## config.mk

```make
export PLATFORM = sky130hd
export DESIGN_NAME = axi_uart_flat
export DESIGN_NICKNAME = d
export VERILOG_FILES = /design/src/logic/lsu_pkg.sv /design/src/logic/axi_lite_if.sv /design/src/logic/axi_uart.sv /design/src/flat_wrapper.sv
export SDC_FILE = /design/constraint.sdc
export NUM_CORES = 1
export LEC_CHECK = 0
export ABC_AREA = 1
export BUFFER_PORTS_ARGS = -buffer_cell sky130_fd_sc_hd__buf_2
export CORE_MARGIN = 1.5
export CORE_UTILIZATION = 32
export DETAILED_ROUTE_END_ITERATION = 12
export GPL_TIMING_DRIVEN = 0
export PLACE_DENSITY = 0.91
export SLEW_MARGIN = 20
export SYNTH_ARGS = -nofsm -noshare
export SYNTH_HDL_FRONTEND = slang
export SYNTH_SLANG_ARGS = --single-unit
```

## constraint.sdc

```tcl
create_clock -name clk -period 2.8 [get_ports clk]
set_input_delay 0.56 -clock clk [delete_from_list [all_inputs] [get_ports clk]]
set_output_delay 0.56 -clock clk [all_outputs]
set_load 0.02 [all_outputs]
```

## src/logic/lsu_pkg.sv

```systemverilog
`default_nettype none

package lsu_pkg;

    localparam int addr_w = 32;
    localparam int data_w = 32;
    localparam int strb_w = data_w / 8;

    localparam logic [addr_w-1:0] uart_addr = 32'ha00003f8; // serial tx register

    // sram is indexed by addr[9:2], upper bits alias
    localparam int sram_words = 256;

    // same encoding as the core's mem mask field
    typedef enum logic [1:0] {
        size_none = 2'b00,
        size_byte = 2'b01,
        size_half = 2'b10,
        size_word = 2'b11
    } size_t;

    localparam logic [1:0] resp_okay = 2'b00;

    typedef enum logic {
        dev_sram = 1'b0,
        dev_uart = 1'b1
    } dev_sel_t;

endpackage

`default_nettype wire
```

## src/logic/axi_lite_if.sv

```systemverilog
`timescale 1ns/1ps
`default_nettype none

interface axi_lite_if;

    logic [lsu_pkg::addr_w-1:0] araddr;
    logic                       arvalid;
    logic                       arready;

    logic [lsu_pkg::data_w-1:0] rdata;
    logic [1:0]                 rresp;
    logic                       rvalid;
    logic                       rready;

    logic [lsu_pkg::addr_w-1:0] awaddr;
    logic                       awvalid;
    logic                       awready;

    logic [lsu_pkg::data_w-1:0] wdata;
    logic [lsu_pkg::strb_w-1:0] wstrb;
    logic                       wvalid;
    logic                       wready;

    logic [1:0]                 bresp;
    logic                       bvalid;
    logic                       bready;

    modport master (
        output araddr, arvalid, rready, awaddr, awvalid, wdata, wstrb, wvalid, bready,
        input  arready, rdata, rresp, rvalid, awready, wready, bresp, bvalid
    );

    modport slave (
        input  araddr, arvalid, rready, awaddr, awvalid, wdata, wstrb, wvalid, bready,
        output arready, rdata, rresp, rvalid, awready, wready, bresp, bvalid
    );

endinterface

`default_nettype wire

```

## src/logic/axi_uart.sv

```systemverilog
`timescale 1ns/1ps
`default_nettype none

module axi_uart (
    input  logic       clk,
    input  logic       reset,
    axi_lite_if.slave  bus,
    output logic [7:0] tx_data,
    output logic       tx_valid
);

    logic       aw_done;
    logic [7:0] tx_byte;

    assign bus.rdata = '0; // tx register reads as zero
    assign bus.rresp = lsu_pkg::resp_okay;
    assign bus.bresp = lsu_pkg::resp_okay;

    // lowest strobed lane wins
    always_comb begin
        if (bus.wstrb[0])      tx_byte = bus.wdata[7:0];
        else if (bus.wstrb[1]) tx_byte = bus.wdata[15:8];
        else if (bus.wstrb[2]) tx_byte = bus.wdata[23:16];
        else                   tx_byte = bus.wdata[31:24];
    end

    always_ff @(posedge clk) begin
        if (reset) begin
            bus.arready <= 1'b0;
            bus.rvalid  <= 1'b0;
            bus.awready <= 1'b0;
            bus.wready  <= 1'b0;
            bus.bvalid  <= 1'b0;
            aw_done     <= 1'b0;
            tx_valid    <= 1'b0;
        end else begin
            tx_valid <= 1'b0;
            if (bus.arvalid && !bus.arready && !bus.rvalid) bus.arready <= 1'b1;
            if (bus.arvalid && bus.arready) begin
                bus.arready <= 1'b0;
                bus.rvalid  <= 1'b1;
            end
            if (bus.rvalid && bus.rready) bus.rvalid <= 1'b0;

            if (bus.awvalid && !bus.awready && !aw_done && !bus.bvalid) bus.awready <= 1'b1;
            if (bus.awvalid && bus.awready) begin
                bus.awready <= 1'b0;
                aw_done     <= 1'b1;
            end
            if (bus.wvalid && !bus.wready && aw_done) bus.wready <= 1'b1;
            if (bus.wvalid && bus.wready) begin
                bus.wready <= 1'b0;
                aw_done    <= 1'b0;
                bus.bvalid <= 1'b1;
                tx_valid   <= 1'b1; // one pulse per byte
            end
            if (bus.bvalid && bus.bready) bus.bvalid <= 1'b0;
        end
    end

    always_ff @(posedge clk) begin
        if (bus.wvalid && bus.wready)
            tx_data <= tx_byte;
    end

    a_strb_set: assert property (@(posedge clk) disable iff (reset)
        bus.wvalid |-> bus.wstrb != '0);

endmodule

`default_nettype wire

```

## src/flat_wrapper.sv

```systemverilog
// flat-port wrapper written by rule: the top's interface ports become plain ports
module axi_uart_flat 
  (clk, reset, tx_data, tx_valid, bus_araddr, bus_arvalid, bus_rready, bus_awaddr, bus_awvalid, bus_wdata, bus_wstrb, bus_wvalid, bus_bready, bus_arready, bus_rdata, bus_rresp, bus_rvalid, bus_awready, bus_wready, bus_bresp, bus_bvalid);
  axi_lite_if bus_i ();
  input  logic clk;
  input  logic reset;
  output logic [7:0] tx_data;
  output logic tx_valid;
  input wire logic [$bits(bus_i.araddr)-1:0] bus_araddr;
  input wire logic [$bits(bus_i.arvalid)-1:0] bus_arvalid;
  input wire logic [$bits(bus_i.rready)-1:0] bus_rready;
  input wire logic [$bits(bus_i.awaddr)-1:0] bus_awaddr;
  input wire logic [$bits(bus_i.awvalid)-1:0] bus_awvalid;
  input wire logic [$bits(bus_i.wdata)-1:0] bus_wdata;
  input wire logic [$bits(bus_i.wstrb)-1:0] bus_wstrb;
  input wire logic [$bits(bus_i.wvalid)-1:0] bus_wvalid;
  input wire logic [$bits(bus_i.bready)-1:0] bus_bready;
  output wire logic [$bits(bus_i.arready)-1:0] bus_arready;
  output wire logic [$bits(bus_i.rdata)-1:0] bus_rdata;
  output wire logic [$bits(bus_i.rresp)-1:0] bus_rresp;
  output wire logic [$bits(bus_i.rvalid)-1:0] bus_rvalid;
  output wire logic [$bits(bus_i.awready)-1:0] bus_awready;
  output wire logic [$bits(bus_i.wready)-1:0] bus_wready;
  output wire logic [$bits(bus_i.bresp)-1:0] bus_bresp;
  output wire logic [$bits(bus_i.bvalid)-1:0] bus_bvalid;
  assign bus_i.araddr = bus_araddr;
  assign bus_i.arvalid = bus_arvalid;
  assign bus_i.rready = bus_rready;
  assign bus_i.awaddr = bus_awaddr;
  assign bus_i.awvalid = bus_awvalid;
  assign bus_i.wdata = bus_wdata;
  assign bus_i.wstrb = bus_wstrb;
  assign bus_i.wvalid = bus_wvalid;
  assign bus_i.bready = bus_bready;
  assign bus_arready = bus_i.arready;
  assign bus_rdata = bus_i.rdata;
  assign bus_rresp = bus_i.rresp;
  assign bus_rvalid = bus_i.rvalid;
  assign bus_awready = bus_i.awready;
  assign bus_wready = bus_i.wready;
  assign bus_bresp = bus_i.bresp;
  assign bus_bvalid = bus_i.bvalid;
  axi_uart u_core (.clk(clk), .reset(reset), .bus(bus_i), .tx_data(tx_data), .tx_valid(tx_valid));
endmodule
```

After elaboration in Yosys (flattened, before gate mapping)
Cells that the tools add are included.
{"block": "word_totals", "elab_cells": 35, "output_inout_bits": 50, "regBits": 15, "input_bits": 107}
{"block": "classes", "muxes": 4, "reduce_logical": 23}
{"op": "8-bit two-way mux", "n": 3}
{"op": "1-bit logical AND", "n": 12}
{"op": "2-bit OR reduction", "n": 5}
{"op": "1-bit zero test", "n": 6}
{"op": "1-bit two-way mux", "n": 1}

Longest topological paths before layout
Gate-level depths: netlist (run 1).
{"block": "logic_depth", "ltp_word": 4, "depth_mapped": 6, "mapped_depth_nobuf": 5}

Worst setup path before layout (run 1)
OpenSTA, ideal clock, no wires.
{"block": "synth_timing", "kind": "input-to-reg", "start": "input bus_wstrb[2]", "end": "register u_core.tx_data[0], data pin", "path_buffers": 1, "path_slack_ns": 1.618, "required_ns": 2.548, "setup_time_ns": 0.252, "path_stages": 6, "t_arrival_ns": 0.930, "path_cell_list": "buf_4 > inv_4 > nand2_1 > nand3_1 > nand2_1 > nand2_1"}
{"block": "synth_via", "elab_chain_cells": 3}
{"item": "from (decl)", "line": "flat_wrapper.sv:15", "rtl": "input wire logic [$bits(bus_i.wstrb)-1:0] bus_wstrb;"}
{"item": "8-bit two-way mux", "line": "axi_uart.sv:23", "rtl": "else if (bus.wstrb[2]) tx_byte = bus.wdata[23:16];"}
{"item": "8-bit two-way mux", "line": "axi_uart.sv:22", "rtl": "else if (bus.wstrb[1]) tx_byte = bus.wdata[15:8];"}
{"item": "8-bit two-way mux", "line": "axi_uart.sv:21", "rtl": "if (bus.wstrb[0]) tx_byte = bus.wdata[7:0];"}
{"item": "via u_core.tx_byte[0]", "line": "axi_uart.sv:13", "rtl": "logic [7:0] tx_byte;"}
{"item": "to (signal assigned)", "line": "axi_uart.sv:63", "rtl": "tx_data <= tx_byte;"}
{"item": "to (decl)", "line": "axi_uart.sv:8", "rtl": "output logic [7:0] tx_data,"}
The timed path passes the listed nets, and every way through them passes these cells.
A chain may end at the register's enable or synchronous reset.

Final worst setup path (run 1)
{"block": "layout_timing", "start": "register u_core.bus.bvalid", "end": "output bus_bvalid"}
{"item": "from (decl)", "line": "axi_lite_if.sv:35", "rtl": "output arready, rdata, rresp, rvalid, awready, wready, bresp, bvalid"}
{"item": "from (signal assigned)", "line": "axi_uart.sv:33", "rtl": "bus.bvalid <= 1'b0;"}
{"item": "from (signal assigned)", "line": "axi_uart.sv:54", "rtl": "bus.bvalid <= 1'b1;"}
{"item": "from (signal assigned)", "line": "axi_uart.sv:57", "rtl": "if (bus.bvalid && bus.bready) bus.bvalid <= 1'b0;"}
{"item": "to (decl)", "line": "flat_wrapper.sv:25", "rtl": "output wire logic [$bits(bus_i.bvalid)-1:0] bus_bvalid;"}
No word-level cell between the ends.

==> results.sh, run 1 <==
export IMPL_globalplace_congestion=0.6707
export IMPL_drt_iter0_markers=44
export IMPL_ir_worst_vdd_mv=0.1174
export IMPL_synth_top_cells_by_area="buf_4 26%, edfxtp_1 22%, nand2_1 17%"
export IMPL_grt_max_degree=11
export IMPL_hpwlAfterDp_mm=2.095
export IMPL_nFillCells=305
export IMPL_drtAntennaViolNets=0
export IMPL_htree_levels=1
export IMPL_ys_flop_type="edfxtp_1"
export IMPL_seq_power_share_pct=44.6
export IMPL_yosysWarnings=0
export IMPL_leakage_nw=0.9473
export IMPL_overflow=0
export IMPL_async_flop_share_pct=0
export IMPL_row_count=20
export IMPL_critPathLaunchType="flip-flop"
export IMPL_max_freq_mhz=728.9
export IMPL_ys_top_cells_by_count="50 x nand2_1, 37 x buf_4, 14 x inv_1, 12 x a21oi_1, 9 x nand3_1"
export IMPL_busiest_layer="met2"
export IMPL_grt_total_usage_pct=11.38
export IMPL_grt_pass1_wl_mm=3.153
export IMPL_clkPwrFrac_pct=21.5
export IMPL_yosys_register_bits=15
export IMPL_power_switching_mw=0.1746
export IMPL_syn_to_final_growth_pct=43.56
export IMPL_synth_cell_area_sq_um=1089
export IMPL_grt_use_met1_pct=13.90
export IMPL_maxCapViolations=0
export IMPL_r2r_end="u_core.tx_data[7]$_DFFE_PP_"
export IMPL_yosysSeqAreaShare_pct=34.94
export IMPL_root_buffer="clkbuf_4"
export IMPL_setup_violations=0
export IMPL_holdPathEnd="u_core.tx_valid$_SDFF_PP0_"
export IMPL_io_buffers=52
export IMPL_antenna_found_initial=0
export IMPL_tns_ps=0
export IMPL_syn_inst=148
export IMPL_cts_hold_buf=0
export IMPL_hp_class="in2reg"
export IMPL_n_antenna_cell=0
export IMPL_die_h_microns=61.33
export IMPL_r2r_setup_slack_ps=1780
export IMPL_max_stage_delay_ps=360
export IMPL_arrival_ps=810
export IMPL_worstHoldStart="reset"
export IMPL_globalRouteMet3Util_pct=2.941
export IMPL_status="finished clean"
export IMPL_synth_edf_count=8
export IMPL_cp_depth=1
export IMPL_internal_power_mw=0.3750
export IMPL_wirelength_mm=2.370
export IMPL_p_sw_share_pct=31.76
export IMPL_rr_startpoint="u_core.bus.wready$_SDFFE_PP0P_"
export IMPL_fin_crit_ps=1372
export IMPL_whs_path_depth=2
export IMPL_worst_setup_path_end_kind="primary output"
export IMPL_insertion_delay_ps=280
export IMPL_critPathSlowestCell="dfxtp_1"
export IMPL_cp_max_fo=3
export IMPL_cts_setup_buffers=0
export IMPL_crit_start="u_core.bus.bvalid$_SDFFE_PP0P_"
export IMPL_r2r_cells=2
export IMPL_coreArea_sq_um=3153
export IMPL_synth_avg_cell_area_sq_um=7.355
export IMPL_via_count=1072
export IMPL_fin_skew_ps=6.556
export IMPL_viasPerCell=3.788
export IMPL_criticalPathCategory="reg2out"
export IMPL_synth_cell_type_count=14
export IMPL_cts_buffers=3
export IMPL_clk_pin_slew_ps=90
export IMPL_grt_pass1_vias=861
export IMPL_met2_usage_pct=18.39
export IMPL_hold_viol_final=0
export IMPL_p_comb_share_pct=33.9
export IMPL_rsz0062_at_grt="false"
export IMPL_multi_input_area_sq_um=456.7
export IMPL_critPathRequiredTime_ps=2240
export IMPL_final_area_sq_um=1563
export IMPL_cts_tree="yes"
export IMPL_pin_count=157
export IMPL_dieWidth_microns=61.33
export IMPL_nNetsFinal=347
export IMPL_start_util_pct=34.52
export IMPL_post_route_drc_count=0
export IMPL_synth_top_cell_area_share_pct=25.52
export IMPL_dr_pass1_iters=4
export IMPL_path_delay_family="flip-flops"
export IMPL_yosysMostFrequentCell="nand2_1"
export IMPL_wire_per_inst_microns=8.375
export IMPL_yosysTopAreaCell="buf_4"
export IMPL_cts_resized=0
export IMPL_slew_violations=0
export IMPL_cp_cell_sequence="buf_2"
export IMPL_seq_area_sq_um=380.4
export IMPL_die_area_sq_um=3761
export IMPL_placed_cell_area_sq_um=1535
export IMPL_powerDensity_nw_per_um2=351.7
export IMPL_cts_buffer_depth=2
export IMPL_cts_sinks=15
export IMPL_drive_gt1_share_pct=41.84
export IMPL_post_route_period_util_pct=49.00
export IMPL_cp_num_buf_inv=1
## final cells by class
class / instances / share of cell area, %
tap: 44 / 3.523
timing repair buffer: 52 / 16.65
clock inverter: 1 / 0.3203
buffer: 40 / 20.34
sequential: 15 / 24.34
inverter: 16 / 4.163
multi-input combinational: 112 / 29.22
clock buffer: 3 / 1.441
## state kept, by name (all words and copies together), names as in the netlist
signal	flops
u_core.tx_data	8
u_core.bus.bvalid	1
u_core.aw_done	1
u_core.bus.wready	1
u_core.bus.rvalid	1
u_core.bus.awready	1
u_core.bus.arready	1
u_core.tx_valid	1
## logic make-up (layout without fill, tap and decap cells)
group                  count (synthesis)  count (layout)  synth area share [%]
AO/OA/AOI/OAI                         14              14                 7.127
AND/OR/NAND/NOR                       62              62                 22.41
flip-flops                            15              15                 34.94
buffers and inverters                 56             112                 35.17
other                                  1              36                0.3445
## worst max-delay path by stage
stage / endpoint / slack [ps]
CTS: bus_wready / 1430
detailed placement: u_core.tx_data[6]$_DFFE_PP_ / 1470
finish: bus_bvalid / 1430
global placement: u_core.tx_data[5]$_DFFE_PP_ / 1470
global route: bus_bvalid / 1380
floorplan: u_core.tx_data[0]$_DFFE_PP_ / 1620
## power by group through the flow
| stage | Sequential, mW | Clock [mW] | Combinational (mW) |
|---|---|---|---|
| 2_1_floorplan | 0.259 | 0 | 0.131 |
| 5_1_grt | 0.246 | 0.130 | 0.204 |
| 4_1_cts | 0.245 | 0.120 | 0.184 |
| 3_5_place_dp | 0.250 | 0 | 0.184 |
| 6_report | 0.245 | 0.118 | 0.186 |
| 3_3_place_gp | 0.250 | 0 | 0.182 |
## layout by cell type (no fill, tap or decap), types with 3 or more instances in the layout
cell      instances
buf_4            37
clkbuf_4          3
dfxtp_1           7
nand2_1          50
nand3_1           9
inv_1            14
edfxtp_1          8
nor2_1            3
a21oi_1          12
conb_1           36
buf_2            52
## through the flow
step / setup slack, ps / utilization [%] / hold slack [ps] / cells / total power [mW]
3_3_place_gp: 1466 / 48.69 / 447.1 / 279 / 0.4321
6_report: 1428 / 49.56 / 441.8 / 283 / 0.5496
3_5_place_dp: 1470 / 48.69 / 453.9 / 279 / 0.4341
4_1_cts: 1426 / 49.56 / 438.3 / 283 / 0.5499
2_1_floorplan: 1618 / - / 444.0 / 183 / 0.3900
5_1_grt: 1376 / 49.56 / 427.5 / 283 / 0.5802
## per-layer routing
metal,up-vias,part of all wire [%]
met3,6,17
met1,411,43
met5,-,0
met4,0,2.3
li1,568,-
met2,87,38
Power figures use the tool's default switching activity.
==> inputs of run 2 (changes only) <==
--- a/config.mk
+++ b/config.mk
@@ -5,13 +5,13 @@
 export SDC_FILE = /design/constraint.sdc
 export NUM_CORES = 1
 export LEC_CHECK = 0
-export ABC_AREA = 1
+export ABC_AREA = 0
 export BUFFER_PORTS_ARGS = -buffer_cell sky130_fd_sc_hd__buf_2
 export CORE_MARGIN = 1.5
-export CORE_UTILIZATION = 32
+export CORE_UTILIZATION = 26
 export DETAILED_ROUTE_END_ITERATION = 12
 export GPL_TIMING_DRIVEN = 0
-export PLACE_DENSITY = 0.91
+export PLACE_DENSITY = 0.82
 export SLEW_MARGIN = 20
 export SYNTH_ARGS = -nofsm -noshare
 export SYNTH_HDL_FRONTEND = slang
==> constraint.sdc (replaced) <==
create_clock -name clk -period 1.22 [get_ports clk]
set_input_delay 0.244 -clock clk [delete_from_list [all_inputs] [get_ports clk]]
set_output_delay 0.244 -clock clk [all_outputs]
set_load 0.02 [all_outputs]
==> results.sh, run 2 <==
export IMPL_grt_total_usage_pct=10.93
export IMPL_cts_tree="yes"
export IMPL_r2r_setup_slack_ps=110
export IMPL_wire_per_inst_microns=10.02
export IMPL_nFillCells=377
export IMPL_viasPerCell=3.822
export IMPL_status="finished clean"
export IMPL_crit_start="u_core.bus.wready$_SDFFE_PP0P_"
export IMPL_io_buffers=54
export IMPL_root_buffer="clkbuf_8"
export IMPL_setup_violations=0
export IMPL_maxCapViolations=0
export IMPL_final_cell_mix="55 x buf_2, 37 x buf_4, 36 x conb_1"
export IMPL_hp_class="in2reg"
export IMPL_antenna_found_initial=0
export IMPL_grt_pass1_vias=816
export IMPL_syn_inst=106
export IMPL_row_count=22
export IMPL_r2r_end="u_core.tx_data[7]$_DFFE_PP_"
export IMPL_ys_top_cells_by_count="37 x buf_4, 8 x edfxtp_1, 8 x mux2i_1, 8 x nor2b_1, 8 x nor3b_1"
export IMPL_insertion_delay_ps=240
export IMPL_yosysTopAreaCell="buf_4"
export IMPL_synth_top_cell_area_share_pct=26.68
export IMPL_drt_iter0_markers=15
export IMPL_powerDensity_nw_per_um2=858.3
export IMPL_max_freq_mhz=900.2
export IMPL_via_count=944
export IMPL_largest_reg_flops=8
export IMPL_ys_flop_type="edfxtp_1"
export IMPL_post_route_drc_count=0
export IMPL_cts_sinks=15
export IMPL_cp_num_buf_inv=0
export IMPL_async_flop_share_pct=0
export IMPL_die_area_sq_um=4392
export IMPL_cts_hold_buf=0
export IMPL_yosys_register_bits=15
export IMPL_path_delay_family="simple AND/OR/NAND/NOR gates"
export IMPL_cp_depth=1
export IMPL_r2r_cells=1
export IMPL_synth_avg_cell_area_sq_um=9.821
export IMPL_drtAntennaViolNets=0
export IMPL_die_h_microns=66.28
export IMPL_ir_worst_vdd_mv=0.2582
export IMPL_arrival_ps=1010
export IMPL_placed_cell_area_sq_um=1503
export IMPL_coreArea_sq_um=3744
export IMPL_globalplace_congestion=0.6970
export IMPL_power_total_mw=1.331
export IMPL_leakage_nw=0.8159
export IMPL_fin_crit_ps=1111
export IMPL_start_util_pct=27.81
export IMPL_pre_cts_ws_ps=-268.3
export IMPL_crit_path_end="u_core.tx_data[7]$_DFFE_PP_"
export IMPL_slew_violations=0
export IMPL_cts_buffer_depth=2
export IMPL_n_antenna_cell=0
export IMPL_overflow=0
export IMPL_pin_count=157
export IMPL_rr_startpoint="u_core.bus.wready$_SDFFE_PP0P_"
export IMPL_nNetsFinal=307
export IMPL_post_route_period_util_pct=91.06
export IMPL_clk_pin_slew_ps=50
export IMPL_hpwlAfterDp_mm=2.126
export IMPL_layout_commonest_cell="buf_2"
export IMPL_synth_cell_area_sq_um=1041
export IMPL_max_stage_delay_ps=390
export IMPL_synth_edf_count=8
export IMPL_yosysSeqAreaShare_pct=36.54
export IMPL_fin_skew_ps=1.209
export IMPL_critPathRequiredTime_ps=1120
export IMPL_syn_to_final_growth_pct=48.92
export IMPL_worst_setup_path_end_kind="flip-flop"
export IMPL_drive_gt1_share_pct=48.74
export IMPL_criticalPathCategory="reg2reg"
export IMPL_cp_cell_sequence="and2_1"
export IMPL_cts_setup_buffers=0
export IMPL_dieWidth_microns=66.28
export IMPL_grt_max_degree=11
export IMPL_dr_pass1_iters=4
export IMPL_whs_ps=254.8
export IMPL_final_area_sq_um=1550
export IMPL_critPathSlowestCell="and2_1"
export IMPL_wirelength_mm=2.475
export IMPL_cts_resized=1
export IMPL_seq_area_sq_um=380.4
export IMPL_final_setup_worst_slack_ps=109.1
export IMPL_synth_top_cells_by_area="buf_4 27%, edfxtp_1 23%, dfxtp_1 13%"
export IMPL_yosysWarnings=0
export IMPL_multi_input_area_sq_um=508.0
export IMPL_critPathLaunchType="flip-flop"
export IMPL_finish_utilization_pct=41.41
export IMPL_largest_register="u_core.tx_data"
export IMPL_cts_buffers=3
export IMPL_grt_pass1_wl_mm=3.539
export IMPL_rsz0062_at_grt="false"
export IMPL_yosysMostFrequentCell="buf_4"
export IMPL_cp_max_fo=10
export IMPL_htree_levels=1
export IMPL_hold_viol_final=0
export IMPL_synth_cell_type_count=20
## run 2: power by group
group          internal [mW]  total, mW  leakage (nW)  switching (mW)
Combinational          0.182      0.389         0.664           0.207
Clock                  0.231      0.382        0.0228           0.151
Sequential             0.550      0.559         0.129         0.00941
## run 2: worst min path at each step
stage | cells past startpoint | slack (ps) | from | end
after floorplan | 1 | 310 | reset | u_core.bus.arready$_SDFFE_PP0P_
after global placement | 2 | 480 | u_core.bus.rvalid$_SDFFE_PP0P_ | u_core.bus.rvalid$_SDFFE_PP0P_
after detailed placement | 2 | 490 | u_core.bus.bvalid$_SDFFE_PP0P_ | u_core.bus.bvalid$_SDFFE_PP0P_
after CTS | 2 | 250 | reset | u_core.bus.arready$_SDFFE_PP0P_
after global routing | 2 | 260 | reset | u_core.bus.arready$_SDFFE_PP0P_
final | 2 | 250 | reset | u_core.bus.arready$_SDFFE_PP0P_
## run 2: metrics by stage
step,setup TNS (ps),std cells
after floorplan,0,141
after global placement,-1510,243
after detailed placement,-1634,243
after CTS,0,247
after global routing,0,247
final,0,247
## run 2: cell families after synthesis
| kind of cell | share of synthesized area (%) |
|---|---|
| other cells | 0.3602 |
| flops | 36.54 |
| mux | 7.693 |
| compound gates | 8.774 |
| buf+inv | 27.52 |
| simple gates | 19.11 |
## run 2: final cells by class
type                    count  area share (%)
multi-input cells          87           32.77
flip-flops and latches     15           24.54
plain buffers              38           18.24
repair buffers             54           17.43
well taps                  48           3.874
clock buffers               4           2.906
inverters                   1          0.2421
## run 2: metal layers
metal  share of wire [%]  track usage [%]  wire length [microns]  vias to the layer above
met4                 1.9            6.122                     48                        0
met2                  43            18.63                   1063                       73
li1                    -                -                      -                      483
met1                  42            12.60                   1041                      383
met5                   0                0                      0                        -
met3                  13            2.215                    321                        5
==> inputs of run 3 (changes only) <==
--- a/config.mk
+++ b/config.mk
@@ -8,10 +8,11 @@
 export ABC_AREA = 0
 export BUFFER_PORTS_ARGS = -buffer_cell sky130_fd_sc_hd__buf_2
 export CORE_MARGIN = 1.5
-export CORE_UTILIZATION = 26
+export CORE_UTILIZATION = 27
+export CTS_BUF_LIST = sky130_fd_sc_hd__clkbuf_4 sky130_fd_sc_hd__clkbuf_8
 export DETAILED_ROUTE_END_ITERATION = 12
 export GPL_TIMING_DRIVEN = 0
-export PLACE_DENSITY = 0.82
+export PLACE_DENSITY = 0.84
 export SLEW_MARGIN = 20
 export SYNTH_ARGS = -nofsm -noshare
 export SYNTH_HDL_FRONTEND = slang
==> results.sh, run 3 (synthesis results as in run 2) <==
export IMPL_max_freq_mhz=952.4
export IMPL_largest_register="u_core.tx_data"
export IMPL_cts_setup_buffers=0
export IMPL_max_stage_delay_ps=380
export IMPL_powerDensity_nw_per_um2=879.6
export IMPL_antenna_found_initial=0
export IMPL_fin_crit_ps=1050
export IMPL_pre_cts_ws_ps=-223.3
export IMPL_whs_ps=250.3
export IMPL_clk_pin_slew_ps=60
export IMPL_leakage_nw=0.8201
export IMPL_status="finished clean"
export IMPL_pin_count=157
export IMPL_drt_iter0_markers=42
export IMPL_die_area_sq_um=4237
export IMPL_hpwlAfterDp_mm=2.091
export IMPL_cts_buffers=3
export IMPL_met1Wirelength_microns=990
export IMPL_final_cell_mix="55 x buf_2, 37 x buf_4, 36 x conb_1"
export IMPL_drive_gt1_share_pct=49.75
export IMPL_path_delay_family="flip-flops"
export IMPL_wire_per_inst_microns=9.935
export IMPL_cts_sinks=15
export IMPL_grt_pass1_vias=874
export IMPL_worst_setup_path_end_kind="primary output"
export IMPL_io_buffers=54
export IMPL_viasPerCell=3.887
export IMPL_globalplace_congestion=0.6479
export IMPL_fin_skew_ps=5.010
export IMPL_cts_resized=0
export IMPL_post_route_drc_count=0
export IMPL_dr_pass1_iters=4
export IMPL_dieWidth_microns=65.10
export IMPL_drtAntennaViolNets=0
export IMPL_cp_cell_sequence="buf_2"
export IMPL_cts_hold_buf=0
export IMPL_htree_levels=1
export IMPL_nNetsFinal=307
export IMPL_final_setup_worst_slack_ps=170.0
export IMPL_post_route_period_util_pct=86.07
export IMPL_arrival_ps=810
export IMPL_layout_commonest_cell="buf_2"
export IMPL_insertion_delay_ps=240
export IMPL_setup_violations=0
export IMPL_critPathSlowestCell="dfxtp_1"
export IMPL_cts_buffer_depth=2
export IMPL_finish_utilization_pct=42.16
export IMPL_critPathRequiredTime_ps=980
export IMPL_syn_to_final_growth_pct=49.40
export IMPL_row_count=22
export IMPL_rsz0062_at_grt="false"
export IMPL_maxCapViolations=0
export IMPL_tns_ps=0
export IMPL_top_layer="met4"
export IMPL_via_count=960
export IMPL_coreArea_sq_um=3689
export IMPL_die_h_microns=65.10
export IMPL_slew_violations=0
export IMPL_ir_worst_vdd_mv=0.3070
export IMPL_cp_max_fo=5
export IMPL_grt_max_degree=11
export IMPL_grt_pass1_wl_mm=3.829
export IMPL_critPathLaunchType="flip-flop"
export IMPL_cts_tree="yes"
export IMPL_wirelength_mm=2.454
export IMPL_largest_reg_flops=8
export IMPL_cp_num_buf_inv=1
export IMPL_overflow=0
export IMPL_wl_met2_mm=1.104
export IMPL_grt_total_usage_pct=11.64
export IMPL_hold_viol_final=0
export IMPL_start_util_pct=28.22
export IMPL_hp_class="in2reg"
export IMPL_route_met3_wl_microns=344
export IMPL_root_buffer="clkbuf_8"
export IMPL_criticalPathCategory="reg2out"
export IMPL_n_antenna_cell=0
==> run 3: cell types whose count changed in the layout (fill, tap and decap cells not counted) <==
cell      delta
and2_2       +1
clkbuf_4     +1
clkbuf_1     -1
and2_1       -1
==> run 3: layout make-up <==
cell class | instances | area [sq um]
plain buffers | 38 | 282.8
clock buffers | 4 | 48.80
fillers | 371 | 2133
inverters | 1 | 3.754
multi-input cells | 87 | 509.2
flip-flops and latches | 15 | 380.4
well taps | 48 | 60.06
repair buffers | 54 | 270.3
==> run 3: where the power goes <==
part           leakage (nW)  internal [mW]  switching (mW)  total (mW)
logic                 0.665          0.182           0.207       0.389
clock network        0.0262          0.253           0.167       0.420
registers             0.129          0.549         0.00959       0.559
total                 0.820          0.984           0.384        1.37
==> run 3: worst paths after layout <==
kind / from / endpoint / slack [ps] / cells past startpoint
worst min-delay path: reset / u_core.bus.bvalid$_SDFFE_PP0P_ / 250 / 2
worst min register to register: u_core.bus.rvalid$_SDFFE_PP0P_ / u_core.bus.rvalid$_SDFFE_PP0P_ / 500 / 2
worst max-delay path: u_core.bus.wready$_SDFFE_PP0P_ / bus_wready / 170 / 1
worst max register to register: u_core.bus.awready$_SDFFE_PP0P_ / u_core.bus.awready$_SDFFE_PP0P_ / 170 / 2
==> run 3: metrics by stage <==
step	total power, mW	cells	cell area [sq um]
floorplan	0.8499	141	1172
global placement	0.9501	243	1503
detailed placement	0.9565	243	1503
CTS	1.371	247	1551
global route	1.432	247	1555
finish	1.368	247	1555
==> run 3: layer usage <==
metal	track usage, %	vias up
li1	-	486
met1	13.38	398
met2	21.39	73
met3	2.911	3
met4	3.125	0
met5	0	-
